**src/logic/pipe_pkg.sv**
```systemverilog
package pipe_pkg;

   localparam int data_w      = 32;
   localparam int addr_w      = 8;
   localparam int reg_id_w    = 3;
   localparam int num_gprs    = 8;
   localparam int queue_depth = 4;
   localparam int count_w     = 16;

   localparam logic [addr_w-1:0] instr_addr   = 8'h00;
   localparam logic [addr_w-1:0] retired_addr = 8'h20;

   localparam logic [1:0] resp_okay   = 2'b00;
   localparam logic [1:0] resp_slverr = 2'b10;

   // Opcodes, all in the r/m32 destination form
   localparam logic [7:0] op_add = 8'h01;
   localparam logic [7:0] op_or  = 8'h09;
   localparam logic [7:0] op_and = 8'h21;
   localparam logic [7:0] op_sub = 8'h29;
   localparam logic [7:0] op_xor = 8'h31;
   localparam logic [7:0] op_mov = 8'h89;

   localparam logic [1:0] mod_reg = 2'b11;

   typedef enum logic [2:0] {
      aluk_add    = 3'd0,
      aluk_sub    = 3'd1,
      aluk_and    = 3'd2,
      aluk_or     = 3'd3,
      aluk_xor    = 3'd4,
      aluk_pass_b = 3'd5
   } aluk_t;

   typedef struct packed {
      logic [1:0] mod;
      logic [2:0] reg_f;
      logic [2:0] rm;
   } modrm_t;

   typedef struct packed {
      logic [7:0]  opcode;
      modrm_t      modrm;
      logic [15:0] reserved;
   } instr_rr_t;

   typedef struct packed {
      logic [7:0]  opcode;
      modrm_t      modrm;
      logic [15:0] imm16;
   } instr_ri_t;

   // Register form when modrm.mod is mod_reg, immediate form otherwise
   typedef union packed {
      instr_rr_t rr;
      instr_ri_t ri;
   } instr_word_u;

   typedef struct packed {
      logic                valid;
      aluk_t               aluk;
      logic [reg_id_w-1:0] dest;
      logic                writes;
      logic [data_w-1:0]   a;
      logic [data_w-1:0]   b;
   } ex_op_t;

   typedef struct packed {
      logic                valid;
      logic [reg_id_w-1:0] dest;
      logic                writes;
      logic [data_w-1:0]   result;
   } wb_op_t;

   typedef struct packed {
      logic              awvalid;
      logic [addr_w-1:0] awaddr;
      logic              wvalid;
      logic [data_w-1:0] wdata;
      logic              bready;
   } axil_wr_req_t;

   typedef struct packed {
      logic       awready;
      logic       wready;
      logic       bvalid;
      logic [1:0] bresp;
   } axil_wr_rsp_t;

   typedef struct packed {
      logic              arvalid;
      logic [addr_w-1:0] araddr;
      logic              rready;
   } axil_rd_req_t;

   typedef struct packed {
      logic              arready;
      logic              rvalid;
      logic [data_w-1:0] rdata;
      logic [1:0]        rresp;
   } axil_rd_rsp_t;

endpackage

```
**src/logic/execute_writeback.sv**
```systemverilog
module execute_writeback (
   input  logic                          clk,
   input  logic                          rst_n,
   input  pipe_pkg::ex_op_t              issue_op,
   output pipe_pkg::wb_op_t              alu_pending,
   output pipe_pkg::wb_op_t              wb_pending,
   output logic                          wr_en,
   output logic [pipe_pkg::reg_id_w-1:0] wr_idx,
   output logic [pipe_pkg::data_w-1:0]   wr_data,
   output logic                          retire
);

   logic [pipe_pkg::data_w-1:0] alu_result;
   pipe_pkg::wb_op_t            wb_q;

   // Add and sub wrap and keep no flags
   always_comb begin
      case (issue_op.aluk)
         pipe_pkg::aluk_add: alu_result = issue_op.a + issue_op.b;
         pipe_pkg::aluk_sub: alu_result = issue_op.a - issue_op.b;
         pipe_pkg::aluk_and: alu_result = issue_op.a & issue_op.b;
         pipe_pkg::aluk_or:  alu_result = issue_op.a | issue_op.b;
         pipe_pkg::aluk_xor: alu_result = issue_op.a ^ issue_op.b;
         default:            alu_result = issue_op.b;
      endcase
   end

   assign alu_pending = '{valid:  issue_op.valid,
                          dest:   issue_op.dest,
                          writes: issue_op.writes,
                          result: alu_result};

   // Writeback latch
   always_ff @(posedge clk or negedge rst_n) begin
      if (!rst_n) begin
         wb_q <= '0;
      end else begin
         wb_q <= alu_pending;
      end
   end

   assign wb_pending = wb_q;
   assign wr_en      = wb_q.valid && wb_q.writes;
   assign wr_idx     = wb_q.dest;
   assign wr_data    = wb_q.result;
   assign retire     = wb_q.valid;

   // Writes retire and an add or sub result undoes with operand b
   a_write_retires: assert property (@(posedge clk) disable iff (!rst_n)
      wr_en |-> retire &&
                ($past(issue_op.aluk) != pipe_pkg::aluk_add ||
                 wr_data - $past(issue_op.b) == $past(issue_op.a)) &&
                ($past(issue_op.aluk) != pipe_pkg::aluk_sub ||
                 wr_data + $past(issue_op.b) == $past(issue_op.a)));

endmodule

```
**src/logic/gpr_file.sv**
```systemverilog
module gpr_file (
   input  logic                          clk,
   input  logic                          rst_n,
   input  logic [pipe_pkg::reg_id_w-1:0] rd_idx_a,
   input  logic [pipe_pkg::reg_id_w-1:0] rd_idx_b,
   input  logic [pipe_pkg::reg_id_w-1:0] rd_idx_c,
   output logic [pipe_pkg::data_w-1:0]   rd_data_a,
   output logic [pipe_pkg::data_w-1:0]   rd_data_b,
   output logic [pipe_pkg::data_w-1:0]   rd_data_c,
   input  logic                          wr_en,
   input  logic [pipe_pkg::reg_id_w-1:0] wr_idx,
   input  logic [pipe_pkg::data_w-1:0]   wr_data
);

   logic [pipe_pkg::data_w-1:0] regs [pipe_pkg::num_gprs];

   always_ff @(posedge clk or negedge rst_n) begin
      if (!rst_n) begin
         for (int i = 0; i < pipe_pkg::num_gprs; i++) begin
            regs[i] <= '0;
         end
      end else if (wr_en) begin
         regs[wr_idx] <= wr_data;
      end
   end

   // Reads see the old value during the write cycle
   assign rd_data_a = regs[rd_idx_a];
   assign rd_data_b = regs[rd_idx_b];
   assign rd_data_c = regs[rd_idx_c];

endmodule

```
**src/logic/instr_write_port.sv**
```systemverilog
module instr_write_port (
   input  logic                        clk,
   input  logic                        rst_n,
   input  pipe_pkg::axil_wr_req_t      wr_req,
   output pipe_pkg::axil_wr_rsp_t      wr_rsp,
   output logic [pipe_pkg::data_w-1:0] head_word,
   output logic                        head_valid,
   input  logic                        head_pop
);

   logic [pipe_pkg::data_w-1:0]                    queue [pipe_pkg::queue_depth];
   logic [$clog2(pipe_pkg::queue_depth)-1:0]       wr_ptr;
   logic [$clog2(pipe_pkg::queue_depth)-1:0]       rd_ptr;
   logic [$clog2(pipe_pkg::queue_depth + 1)-1:0]   count;
   logic                                           full;
   logic                                           ready;
   logic                                           accept;
   logic                                           push;
   logic                                           bvalid_q;
   logic [1:0]                                     bresp_q;

   assign full   = (count == pipe_pkg::queue_depth);
   // AW and W are only taken together
   assign ready  = !bvalid_q && !full;
   assign accept = wr_req.awvalid && wr_req.wvalid && ready;
   assign push   = accept && (wr_req.awaddr == pipe_pkg::instr_addr);

   // Write response held until the manager takes it
   always_ff @(posedge clk or negedge rst_n) begin
      if (!rst_n) begin
         bvalid_q <= 1'b0;
         bresp_q  <= pipe_pkg::resp_okay;
      end else if (accept) begin
         bvalid_q <= 1'b1;
         bresp_q  <= push ? pipe_pkg::resp_okay : pipe_pkg::resp_slverr;
      end else if (wr_req.bready) begin
         bvalid_q <= 1'b0;
      end
   end

   always_ff @(posedge clk) begin
      if (push) begin
         queue[wr_ptr] <= wr_req.wdata;
      end
   end

   // Circular pointers wrap on the power of two depth
   always_ff @(posedge clk or negedge rst_n) begin
      if (!rst_n) begin
         wr_ptr <= '0;
         rd_ptr <= '0;
         count  <= '0;
      end else begin
         if (push) begin
            wr_ptr <= wr_ptr + 1'b1;
         end
         if (head_pop) begin
            rd_ptr <= rd_ptr + 1'b1;
         end
         case ({push, head_pop})
            2'b10:   count <= count + 1'b1;
            2'b01:   count <= count - 1'b1;
            default: count <= count;
         endcase
      end
   end

   assign head_word  = queue[rd_ptr];
   assign head_valid = (count != '0);

   assign wr_rsp.awready = ready;
   assign wr_rsp.wready  = ready;
   assign wr_rsp.bvalid  = bvalid_q;
   assign wr_rsp.bresp   = bresp_q;

   // Count never passes the depth and agrees with the pointers
   a_no_push_full: assert property (@(posedge clk) disable iff (!rst_n)
      count <= pipe_pkg::queue_depth &&
      wr_ptr - rd_ptr == count[$clog2(pipe_pkg::queue_depth)-1:0]);

   // Issue stage must only pop a word that is really queued
   a_no_pop_empty: assert property (@(posedge clk) disable iff (!rst_n)
      head_pop |-> count != '0);

endmodule

```
**src/logic/issue_stage.sv**
```systemverilog
module issue_stage (
   input  logic                          clk,
   input  logic                          rst_n,
   input  logic [pipe_pkg::data_w-1:0]   head_word,
   input  logic                          head_valid,
   output logic                          head_pop,
   output logic [pipe_pkg::reg_id_w-1:0] rd_idx_a,
   output logic [pipe_pkg::reg_id_w-1:0] rd_idx_b,
   input  logic [pipe_pkg::data_w-1:0]   rd_data_a,
   input  logic [pipe_pkg::data_w-1:0]   rd_data_b,
   input  pipe_pkg::wb_op_t              alu_pending,
   input  pipe_pkg::wb_op_t              wb_pending,
   output pipe_pkg::ex_op_t              issue_op
);

   pipe_pkg::instr_word_u instr;
   pipe_pkg::aluk_t       aluk;
   pipe_pkg::ex_op_t      next_op;
   logic                  known_op;
   logic                  reg_form;
   logic                  dep_a;
   logic                  dep_b;
   logic                  dep_hit;

   // Pending op that will still write idx
   function automatic logic owes(input pipe_pkg::wb_op_t op,
                                 input logic [pipe_pkg::reg_id_w-1:0] idx);
      return op.valid && op.writes && (op.dest == idx);
   endfunction

   assign instr    = head_word;
   assign reg_form = (instr.rr.modrm.mod == pipe_pkg::mod_reg);
   assign rd_idx_a = instr.rr.modrm.rm;
   assign rd_idx_b = instr.rr.modrm.reg_f;

   always_comb begin
      known_op = 1'b1;
      case (instr.rr.opcode)
         pipe_pkg::op_add: aluk = pipe_pkg::aluk_add;
         pipe_pkg::op_or:  aluk = pipe_pkg::aluk_or;
         pipe_pkg::op_and: aluk = pipe_pkg::aluk_and;
         pipe_pkg::op_sub: aluk = pipe_pkg::aluk_sub;
         pipe_pkg::op_xor: aluk = pipe_pkg::aluk_xor;
         pipe_pkg::op_mov: aluk = pipe_pkg::aluk_pass_b;
         default: begin
            // Unknown opcode still retires but writes nothing
            aluk     = pipe_pkg::aluk_pass_b;
            known_op = 1'b0;
         end
      endcase
   end

   // Dependency check against ALU latch and writeback latch
   assign dep_a   = owes(alu_pending, instr.rr.modrm.rm) ||
                    owes(wb_pending, instr.rr.modrm.rm);
   assign dep_b   = reg_form && (owes(alu_pending, instr.rr.modrm.reg_f) ||
                                 owes(wb_pending, instr.rr.modrm.reg_f));
   assign dep_hit = head_valid && (dep_a || dep_b);
   assign head_pop = head_valid && !dep_hit;

   always_comb begin
      next_op.valid  = head_pop;
      next_op.aluk   = aluk;
      next_op.dest   = instr.rr.modrm.rm;
      next_op.writes = known_op;
      next_op.a      = rd_data_a;
      next_op.b      = reg_form ? rd_data_b : pipe_pkg::data_w'(instr.ri.imm16);
   end

   // This register is the ALU latch
   always_ff @(posedge clk or negedge rst_n) begin
      if (!rst_n) begin
         issue_op <= '0;
      end else begin
         issue_op <= next_op;
      end
   end

   // Never pop a source that one of the last two issued ops still writes
   a_no_pop_on_dep: assert property (@(posedge clk) disable iff (!rst_n)
      head_pop |-> !(issue_op.valid && issue_op.writes &&
                     (issue_op.dest == rd_idx_a ||
                      (reg_form && issue_op.dest == rd_idx_b))) &&
                   !($past(issue_op.valid && issue_op.writes) &&
                     ($past(issue_op.dest) == rd_idx_a ||
                      (reg_form && $past(issue_op.dest) == rd_idx_b))));

endmodule

```
**src/logic/mini_x86_pipe.sv**
```systemverilog
module mini_x86_pipe (
   input  logic                   clk,
   input  logic                   rst_n,
   input  pipe_pkg::axil_wr_req_t wr_req,
   output pipe_pkg::axil_wr_rsp_t wr_rsp,
   input  pipe_pkg::axil_rd_req_t rd_req,
   output pipe_pkg::axil_rd_rsp_t rd_rsp
);

   logic [pipe_pkg::data_w-1:0]   head_word;
   logic                          head_valid;
   logic                          head_pop;
   logic [pipe_pkg::reg_id_w-1:0] rd_idx_a;
   logic [pipe_pkg::reg_id_w-1:0] rd_idx_b;
   logic [pipe_pkg::reg_id_w-1:0] rd_idx_c;
   logic [pipe_pkg::data_w-1:0]   rd_data_a;
   logic [pipe_pkg::data_w-1:0]   rd_data_b;
   logic [pipe_pkg::data_w-1:0]   rd_data_c;
   pipe_pkg::ex_op_t              issue_op;
   pipe_pkg::wb_op_t              alu_pending;
   pipe_pkg::wb_op_t              wb_pending;
   logic                          wr_en;
   logic [pipe_pkg::reg_id_w-1:0] wr_idx;
   logic [pipe_pkg::data_w-1:0]   wr_data;
   logic                          retire;

   // Instruction words in over AXI4-Lite write
   instr_write_port u_instr_write_port (
      .clk        (clk),
      .rst_n      (rst_n),
      .wr_req     (wr_req),
      .wr_rsp     (wr_rsp),
      .head_word  (head_word),
      .head_valid (head_valid),
      .head_pop   (head_pop)
   );

   issue_stage u_issue_stage (
      .clk         (clk),
      .rst_n       (rst_n),
      .head_word   (head_word),
      .head_valid  (head_valid),
      .head_pop    (head_pop),
      .rd_idx_a    (rd_idx_a),
      .rd_idx_b    (rd_idx_b),
      .rd_data_a   (rd_data_a),
      .rd_data_b   (rd_data_b),
      .alu_pending (alu_pending),
      .wb_pending  (wb_pending),
      .issue_op    (issue_op)
   );

   gpr_file u_gpr_file (
      .clk       (clk),
      .rst_n     (rst_n),
      .rd_idx_a  (rd_idx_a),
      .rd_idx_b  (rd_idx_b),
      .rd_idx_c  (rd_idx_c),
      .rd_data_a (rd_data_a),
      .rd_data_b (rd_data_b),
      .rd_data_c (rd_data_c),
      .wr_en     (wr_en),
      .wr_idx    (wr_idx),
      .wr_data   (wr_data)
   );

   execute_writeback u_execute_writeback (
      .clk         (clk),
      .rst_n       (rst_n),
      .issue_op    (issue_op),
      .alu_pending (alu_pending),
      .wb_pending  (wb_pending),
      .wr_en       (wr_en),
      .wr_idx      (wr_idx),
      .wr_data     (wr_data),
      .retire      (retire)
   );

   // Registers and retired count out over AXI4-Lite read
   status_read_port u_status_read_port (
      .clk       (clk),
      .rst_n     (rst_n),
      .rd_req    (rd_req),
      .rd_rsp    (rd_rsp),
      .rd_idx_c  (rd_idx_c),
      .rd_data_c (rd_data_c),
      .retire    (retire)
   );

endmodule

```
**src/logic/status_read_port.sv**
```systemverilog
module status_read_port (
   input  logic                          clk,
   input  logic                          rst_n,
   input  pipe_pkg::axil_rd_req_t        rd_req,
   output pipe_pkg::axil_rd_rsp_t        rd_rsp,
   output logic [pipe_pkg::reg_id_w-1:0] rd_idx_c,
   input  logic [pipe_pkg::data_w-1:0]   rd_data_c,
   input  logic                          retire
);

   logic                         rvalid_q;
   logic [pipe_pkg::data_w-1:0]  rdata_q;
   logic [1:0]                   rresp_q;
   logic [pipe_pkg::count_w-1:0] retired;
   logic                         rd_accept;
   logic                         gpr_hit;

   assign rd_accept = rd_req.arvalid && !rvalid_q;
   // Word aligned 0x00..0x1C map onto the register file
   assign gpr_hit   = (rd_req.araddr < pipe_pkg::addr_w'(4 * pipe_pkg::num_gprs)) &&
                      (rd_req.araddr[1:0] == 2'b00);
   assign rd_idx_c  = rd_req.araddr[2 +: pipe_pkg::reg_id_w];

   always_ff @(posedge clk or negedge rst_n) begin
      if (!rst_n) begin
         retired <= '0;
      end else if (retire) begin
         retired <= retired + 1'b1;
      end
   end

   always_ff @(posedge clk or negedge rst_n) begin
      if (!rst_n) begin
         rvalid_q <= 1'b0;
      end else if (rd_accept) begin
         rvalid_q <= 1'b1;
      end else if (rd_req.rready) begin
         rvalid_q <= 1'b0;
      end
   end

   // Data captured at acceptance and held for the beat
   always_ff @(posedge clk) begin
      if (rd_accept) begin
         if (gpr_hit) begin
            rdata_q <= rd_data_c;
            rresp_q <= pipe_pkg::resp_okay;
         end else if (rd_req.araddr == pipe_pkg::retired_addr) begin
            rdata_q <= pipe_pkg::data_w'(retired);
            rresp_q <= pipe_pkg::resp_okay;
         end else begin
            rdata_q <= '0;
            rresp_q <= pipe_pkg::resp_slverr;
         end
      end
   end

   assign rd_rsp.arready = !rvalid_q;
   assign rd_rsp.rvalid  = rvalid_q;
   assign rd_rsp.rdata   = rdata_q;
   assign rd_rsp.rresp   = rresp_q;

   a_rdata_stable: assert property (@(posedge clk) disable iff (!rst_n)
      rvalid_q && !rd_req.rready |=>
         rd_rsp.rvalid && $stable(rd_rsp.rdata) && $stable(rd_rsp.rresp));

endmodule

```
**config.mk**
```make
export PLATFORM = sky130hd
export DESIGN_NAME = mini_x86_pipe
export DESIGN_NICKNAME = d
export VERILOG_FILES = /design/src/logic/pipe_pkg.sv /design/src/logic/execute_writeback.sv /design/src/logic/gpr_file.sv /design/src/logic/instr_write_port.sv /design/src/logic/issue_stage.sv /design/src/logic/mini_x86_pipe.sv /design/src/logic/status_read_port.sv
export SDC_FILE = /design/constraint.sdc
export NUM_CORES = 1
export LEC_CHECK = 0
export BUFFER_PORTS_ARGS = -buffer_cell sky130_fd_sc_hd__clkbuf_2
export CORE_MARGIN = 2
export CORE_UTILIZATION = 55
export CTS_CLUSTER_DIAMETER = 200
export DETAILED_ROUTE_END_ITERATION = 10
export PLACE_DENSITY = 0.71
export SKIP_LAST_GASP = 1
export SLEW_MARGIN = 20
export SYNTH_ARGS = -nofsm -noshare
export SYNTH_HDL_FRONTEND = slang
export SYNTH_HIERARCHICAL = 1
export SYNTH_SLANG_ARGS = --single-unit
```
**constraint.sdc**
```tcl
create_clock -name clk -period 3.8 [get_ports clk]
set_input_delay 0 -clock clk [delete_from_list [all_inputs] [get_ports clk]]
set_output_delay 0 -clock clk [all_outputs]
set_load 0.05 [all_outputs]
```
==> flow_summary.toml, run 1 <==
[status]
status = "finished with violations"
failed_checks = "setup timing"

[die]
start_util = 0.558
chipWidth_um = 243
die_h_um = 243
dieArea_um2 = 59200
std_cell_rows = 87
coreArea_um2 = 56500
ios = 96

[timing]
worst_pin_slew_ns = 1.09
setup_viol = 8
max_freq_mhz = 248
setup_tns_ns = -1.00
fin_skew_ns = 0.0212
fin_ws_ns = -0.232
slew_headroom = 0.275
final_hold_viol_count = 0
rsz0062_at_grt = "true"
fin_crit_sh = 1.06
period_needed_ns = 4.03
slew_violations = 0

[worst_setup_path]
cp.required_ns = 4.29
cp_data_arrival_time_ns = 4.52
crit_path_end_kind = "flip-flop"
reg2reg_from = "u_issue_stage/issue_op[9]"
cp.depth = 16
path_common_cell = "buf_4"
slowest_delay_ns = 0.54
critPathLaunchType = "flip-flop"
r2r_cells = 16
cpLargestDelayFamily = "simple AND/OR/NAND/NOR gates"
crit_chain = "or4_4, or3_4, nor4_4, buf_4, nor2_2, xnor2_1, ha_1, a21o_1, o21bai_4, or3_1, a211o_1, nor2b_4, a21boi_2, buf_4, nand3b_1, o211a_1"
critical-path-slowest-cell = "or4_4"
worstPathMaxFanout = 3
critPathKind = "flip-flop to flip-flop"
crit_start = "u_issue_stage/issue_op[9]"
path_buf_inv = 2

[flow_run]
drv_cap = 0

[power_and_ir_drop]
p_leak_nw = 16.3
ir_worst_vdd_mv = 0.523
powerDensity_nw_per_um2 = 613
power_mw = 21.8

[detailed_routing]
viasPerCell = 6.28
antenna_left = 0
wl_per_cell_um = 24.7
drt_first_pass_iters = 6
wirelength_um = 78600
initialDrtViolationCount = 1517
vias = 20000
drc_errors = 0

[global_route]
grt_pass1_wl_um = 122000
grt_start_max_net_pins = 103
antenna_found_initial = 1
gr-usage-all-layers = 0.269
grt_pass1_vias = 20900
grt_overflow = 0

[layout]
post-route-util = 0.629
stdcell_count = 3178
diodes = 0
area_delta_synth_final_pct = 12.8
drive_gt1_frac = 0.353
nets = 2535
fillers = 4147

[place]
gp_congestion = 0.910
dp_hpwl_um = 49900
place_inst = 3016
io_buffers = 93

[worst_hold_path]
hp-class = "input pin to async pin"

[clock_tree]
htree_levels = 2
clkLatencyLatePin_ns = 0.62
cts_buffer_depth = 3
cts_buffers = 57
cts_root_buf = "clkbuf_16"
clkTransAtPathRegs_ns = 0.06
cts_sinks = 552
tritoncts = "done"

[synthesis]
synth-seq-cells = 552
ys_warn_count = 6
synth_edf_count = 161
ys_async_sr_fraction = 0.708
synth_area_per_cell_um2 = 14.1
synth.distinct_cells = 77
synthFlopType = "dfrtp_1"
syn_nets = 2395
synth-seq-area-share = 0.464
syn_inst = 2236
syn_area_um2 = 31500
stage by stage:
step	cell area, µm²	worst slack [ns]	hold slack (ns)
2_1_floorplan	31600	-0.0864	-0.296
3_3_place_gp	32900	-0.240	0.100
3_5_place_dp	32900	-0.259	0.0994
4_1_cts	35300	-0.215	0.000955
5_1_grt	35500	-0.358	0.0297
6_report	35500	-0.232	0.0111
registers in the layout (all words and copies together), names as in the netlist:
register	count
u_instr_write_port/count	3
u_instr_write_port/queue	128
u_instr_write_port/bresp_q	1
u_execute_writeback/retire	1
u_instr_write_port/bvalid_q	1
u_gpr_file/regs	256
u_instr_write_port/wr_ptr	2
u_status_read_port/rvalid_q	1
u_execute_writeback/wb_pending	1
u_execute_writeback/wr_idx	3
u_issue_stage/issue_op	72
u_execute_writeback/wr_data	32
u_instr_write_port/rd_ptr	2
u_status_read_port/rresp_q	1
u_status_read_port/retired	16
u_status_read_port/rdata_q	32
cells in the mapped netlist (5+ instances only):
cell        n  area [µm²]
a21o_1     17         128
a21oi_1   100         500
a31oi_1    10        62.6
and2_1     23         144
and3_1     24         150
buf_1      19        71.3
buf_2      38         190
buf_4      73         548
buf_6      24         270
clkbuf_1   47         176
dfrtp_1   391        9780
edfxtp_1  161        4830
ha_1      102        1280
inv_1      85         319
mux2_1      9         101
mux2_2    358        4030
mux2i_1     5        50.1
mux4_1    120        3150
mux4_2    104        2340
nand2_1    63         236
nand2b_1    5        31.3
nand3_1    21         105
nand4_1    14        87.6
nor2_1     90         338
nor2b_1    26         163
nor3_1      9        45.0
nor4_1      8        50.1
o211ai_1    5        37.5
o21a_1     30         225
o21ai_0    40         200
o21bai_1    6        45.0
o22ai_1    27         169
o31ai_1    11        82.6
or3_1       6        37.5
xnor2_1    53         464
xor2_1     32         280
worst reg2reg max path, delay by kind of cell, from the launching register on:
kind,cells,cell delay (ns)
AOI/OAI and AO/OA,5,0.91
xor gates and xnor gates,1,0.17
adders and majority gates,1,0.29
buffers and inverters,2,0.33
DFF,1,0.38
and+or+nand+nor,7,1.83
cells by family (layout without fill, tap and decap cells):
logic type,count (synthesis),after routing,synth area share
xor+xnor,85,85,0.0236
mux,599,599,0.309
fa+ha+maj,104,104,0.0418
compound gates,283,283,0.0559
simple gates,321,321,0.0551
other cells,2,2,0.000238
buf+inv,290,476,0.0506
flops,552,552,0.464
routing by layer:
metal,global-route usage,wire [µm],vias up
li1,-,-,8784
met1,0.345,31700,10500
met2,0.471,40700,548
met3,0.0324,3190,165
met4,0.101,3000,2
met5,0,13,-
where the power goes:
part	internal (mW)	leakage (nW)	total (mW)	switching [mW]
sequential	7.15	6.78	8.34	1.20
clock	3.24	0.908	5.57	2.33
combinational	3.93	8.57	7.86	3.93
area by class of cell:
class,count,area (µm²),share of cell area
clock inverters,17,178,0.00500
clock buffers,88,1680,0.0474
multi-input cells,1394,15700,0.441
repair buffers,286,2130,0.0599
flip-flops and latches,552,14600,0.412
inverters,85,319,0.00898
well taps,756,946,0.0266
final timing paths:
kind / slack, ns / end
max in group asynchronous: 2.76 / u_gpr_file/regs[231]
min in group clk: 0.03 / u_status_read_port/rdata_q[30]
min reg2reg: 0.38 / u_execute_writeback/retire
max: -0.23 / u_execute_writeback/wr_data[27]
max reg2reg: -0.23 / u_execute_writeback/wr_data[27]
min: 0.01 / u_gpr_file/regs[24]
layout by cell type, fill, tap and decap left out, drive strengths merged, types with 53 or more instances in the layout:
cell type,n
mux2,370
xnor2,53
inv,86
mux4,224
ha,102
nor2,91
buf,147
edfxtp,161
a21oi,100
dfrtp,391
nand2,64
clkbuf,178
repair_timing:
action	CTS	global route
buffers inserted	5	3
hold buffers	49	0
pin swaps	25	12
resized for setup	24	31
endpoints found under the setup margin	12	16
hold endpoints to repair	281	0
Power figures use the tool's default switching activity.
==> run 2: changes to the inputs <==
PLACE_DENSITY = 0.68   (was 0.71)
SLEW_MARGIN = default   (was 20)
clock period = 4.65 ns   (was 3.8 ns; I/O delays follow)
==> run 2 against run 1 <==
The run now ends clean. Combinational power is 23% lower. First-iteration DRC count is 12% lower. Final area is 2.7% lower. Die area stayed put. Core utilization is 1.7 points lower. Non-clock buffer count is 104 lower. Global-route usage is 0.37 points higher.
==> flow_summary.toml, run 2 (same netlist as run 1, synthesis figures left out) <==
[worst_setup_path]
cpLargestDelayFamily = "compound AO/OA/AOI/OAI gates"
critical-path-slowest-cell = "or4_4"
reg2reg_from = "u_issue_stage/issue_op[8]"
cp.required_ns = 5.17
worst-r2r-setup-slack_ns = 0.26
crit_chain = "or4_4, or3_4, nor4_4, nand2_1, o31ai_1, xnor2_1, ha_1, a21oi_2, o21a_1, o21ai_0, a311oi_1, o41ai_1, a311o_1, o211a_1"
reg2reg_to = "u_execute_writeback/wr_data[28]"
r2r_cells = 14
crit_start = "u_issue_stage/issue_op[8]"
worstPathMaxFanout = 8
critPathLaunchType = "flip-flop"
critPathKind = "flip-flop to flip-flop"
cp_data_arrival_time_ns = 4.91
cp.depth = 14
slowest_delay_ns = 0.56
crit_path_end = "u_execute_writeback/wr_data[28]"
path_buf_inv = 0
crit_path_end_kind = "flip-flop"

[timing]
slew_headroom = 0.219
setup_viol = 0
fin_ws_ns = 0.262
period_needed_ns = 4.39
final_hold_viol_count = 0
fin_hold_ws_ns = 0.0122
slew_violations = 0
max_freq_mhz = 228
fin_skew_ns = 0.0144
worst_pin_slew_ns = 1.17
rsz0062_at_grt = "true"
setup_tns_ns = 0
fin_crit_sh = 0.944

[die]
dieArea_um2 = 59200
coreArea_um2 = 56500
chipWidth_um = 243
std_cell_rows = 87
ios = 96
start_util = 0.558
die_h_um = 243

[clock_tree]
htree_levels = 2
cts_buffer_depth = 3
cts_buffers = 57
cts_root_buf = "clkbuf_16"
cts_setup_buffers = 0
cts_sinks = 552
tritoncts = "done"
clkTransAtPathRegs_ns = 0.06
clkLatencyLatePin_ns = 0.64

[global_route]
grt_start_max_net_pins = 120
grt_pass1_vias = 20500
grt_pass1_wl_um = 123000
grt_overflow = 0
gr-usage-all-layers = 0.273
antenna_found_initial = 0

[place]
io_buffers = 93
place_inst = 2921
gp_congestion = 0.911
pre_cts_ws_ns = 0.156
place_area_um2 = 32100
dp_hpwl_um = 49100

[status]
status = "finished clean"

[layout]
post-route-util = 0.612
diodes = 0
final_cell_area_um2 = 34600
layout_commonest_cell = "dfrtp_1"
largest_reg_flops = 256
regMostFlops = "u_gpr_file/regs"
reg_top3 = "u_gpr_file/regs x256, u_instr_write_port/queue x128, u_issue_stage/issue_op x72"
stdcell_count = 3077
area_delta_synth_final_pct = 9.70
drive_gt1_frac = 0.309
nets = 2431
layout_common_cells = "dfrtp_1 (388), mux2_2 (358), edfxtp_1 (161)"

[detailed_routing]
initialDrtViolationCount = 1341
wirelength_um = 79500
viasPerCell = 6.37
antenna_left = 0
wl_per_cell_um = 25.8
drc_errors = 0
drt_first_pass_iters = 5
vias = 19600

[power_and_ir_drop]
power_mw = 17.7
p_leak_nw = 15.7
ir_worst_vdd_mv = 0.418
powerDensity_nw_per_um2 = 513

[worst_hold_path]
hp-class = "input pin to async pin"

[flow_run]
drv_cap = 0
## run 2: worst reg2reg max path, delay by kind of cell, from the launching register on
family	cells	cell delay, ns
AO/OA/AOI/OAI	8	1.94
AND/OR/NAND/NOR	4	1.41
flip-flops	1	0.42
adder cells (fa/ha/maj)	1	0.35
XOR/XNOR	1	0.16
## run 2: area by class of cell
cell class	count	area [µm²]
fillers	4254	21900
clock buffers	84	1700
clock inverters	24	283
inverters	85	319
repair buffers	182	1330
flip-flops and latches	552	14600
well taps	756	946
multi-input cells	1394	15400
## run 2: routing by layer
layer / part of all wire / track usage / up-vias
li1: - / - / 8571
met3: 0.044 / 0.0393 / 152
met2: 0.50 / 0.464 / 549
met4: 0.034 / 0.0971 / 0
met1: 0.42 / 0.359 / 10300
met5: 0 / 0 / -
## run 2: how the worst min path moves through the flow
stage          startpoint                             to  slack (ns)  cells past startpoint
2_1_floorplan       rst_n     u_execute_writeback/retire       -0.30                      0
3_3_place_gp        rst_n            u_gpr_file/regs[55]        0.14                      1
3_5_place_dp        rst_n            u_gpr_file/regs[55]        0.14                      1
4_1_cts         rd_req[6]  u_status_read_port/rresp_q[1]       0.008                      3
5_1_grt         rd_req[6]  u_status_read_port/rresp_q[1]        0.05                      3
6_report            rst_n            u_gpr_file/regs[55]        0.01                      2
## run 2: timing repair
item | CTS | global route
resized for setup | 0 | 2
hold endpoints to repair | 298 | 0
hold buffers | 48 | 0
setup endpoints to repair | 0 | 4
## run 2: where the power goes
part,switching [mW],leakage [nW],internal [mW]
Clock,1.98,0.971,2.82
Combinational,3.11,8.00,2.94
Sequential,1.04,6.78,5.84
Total,6.13,15.7,11.6
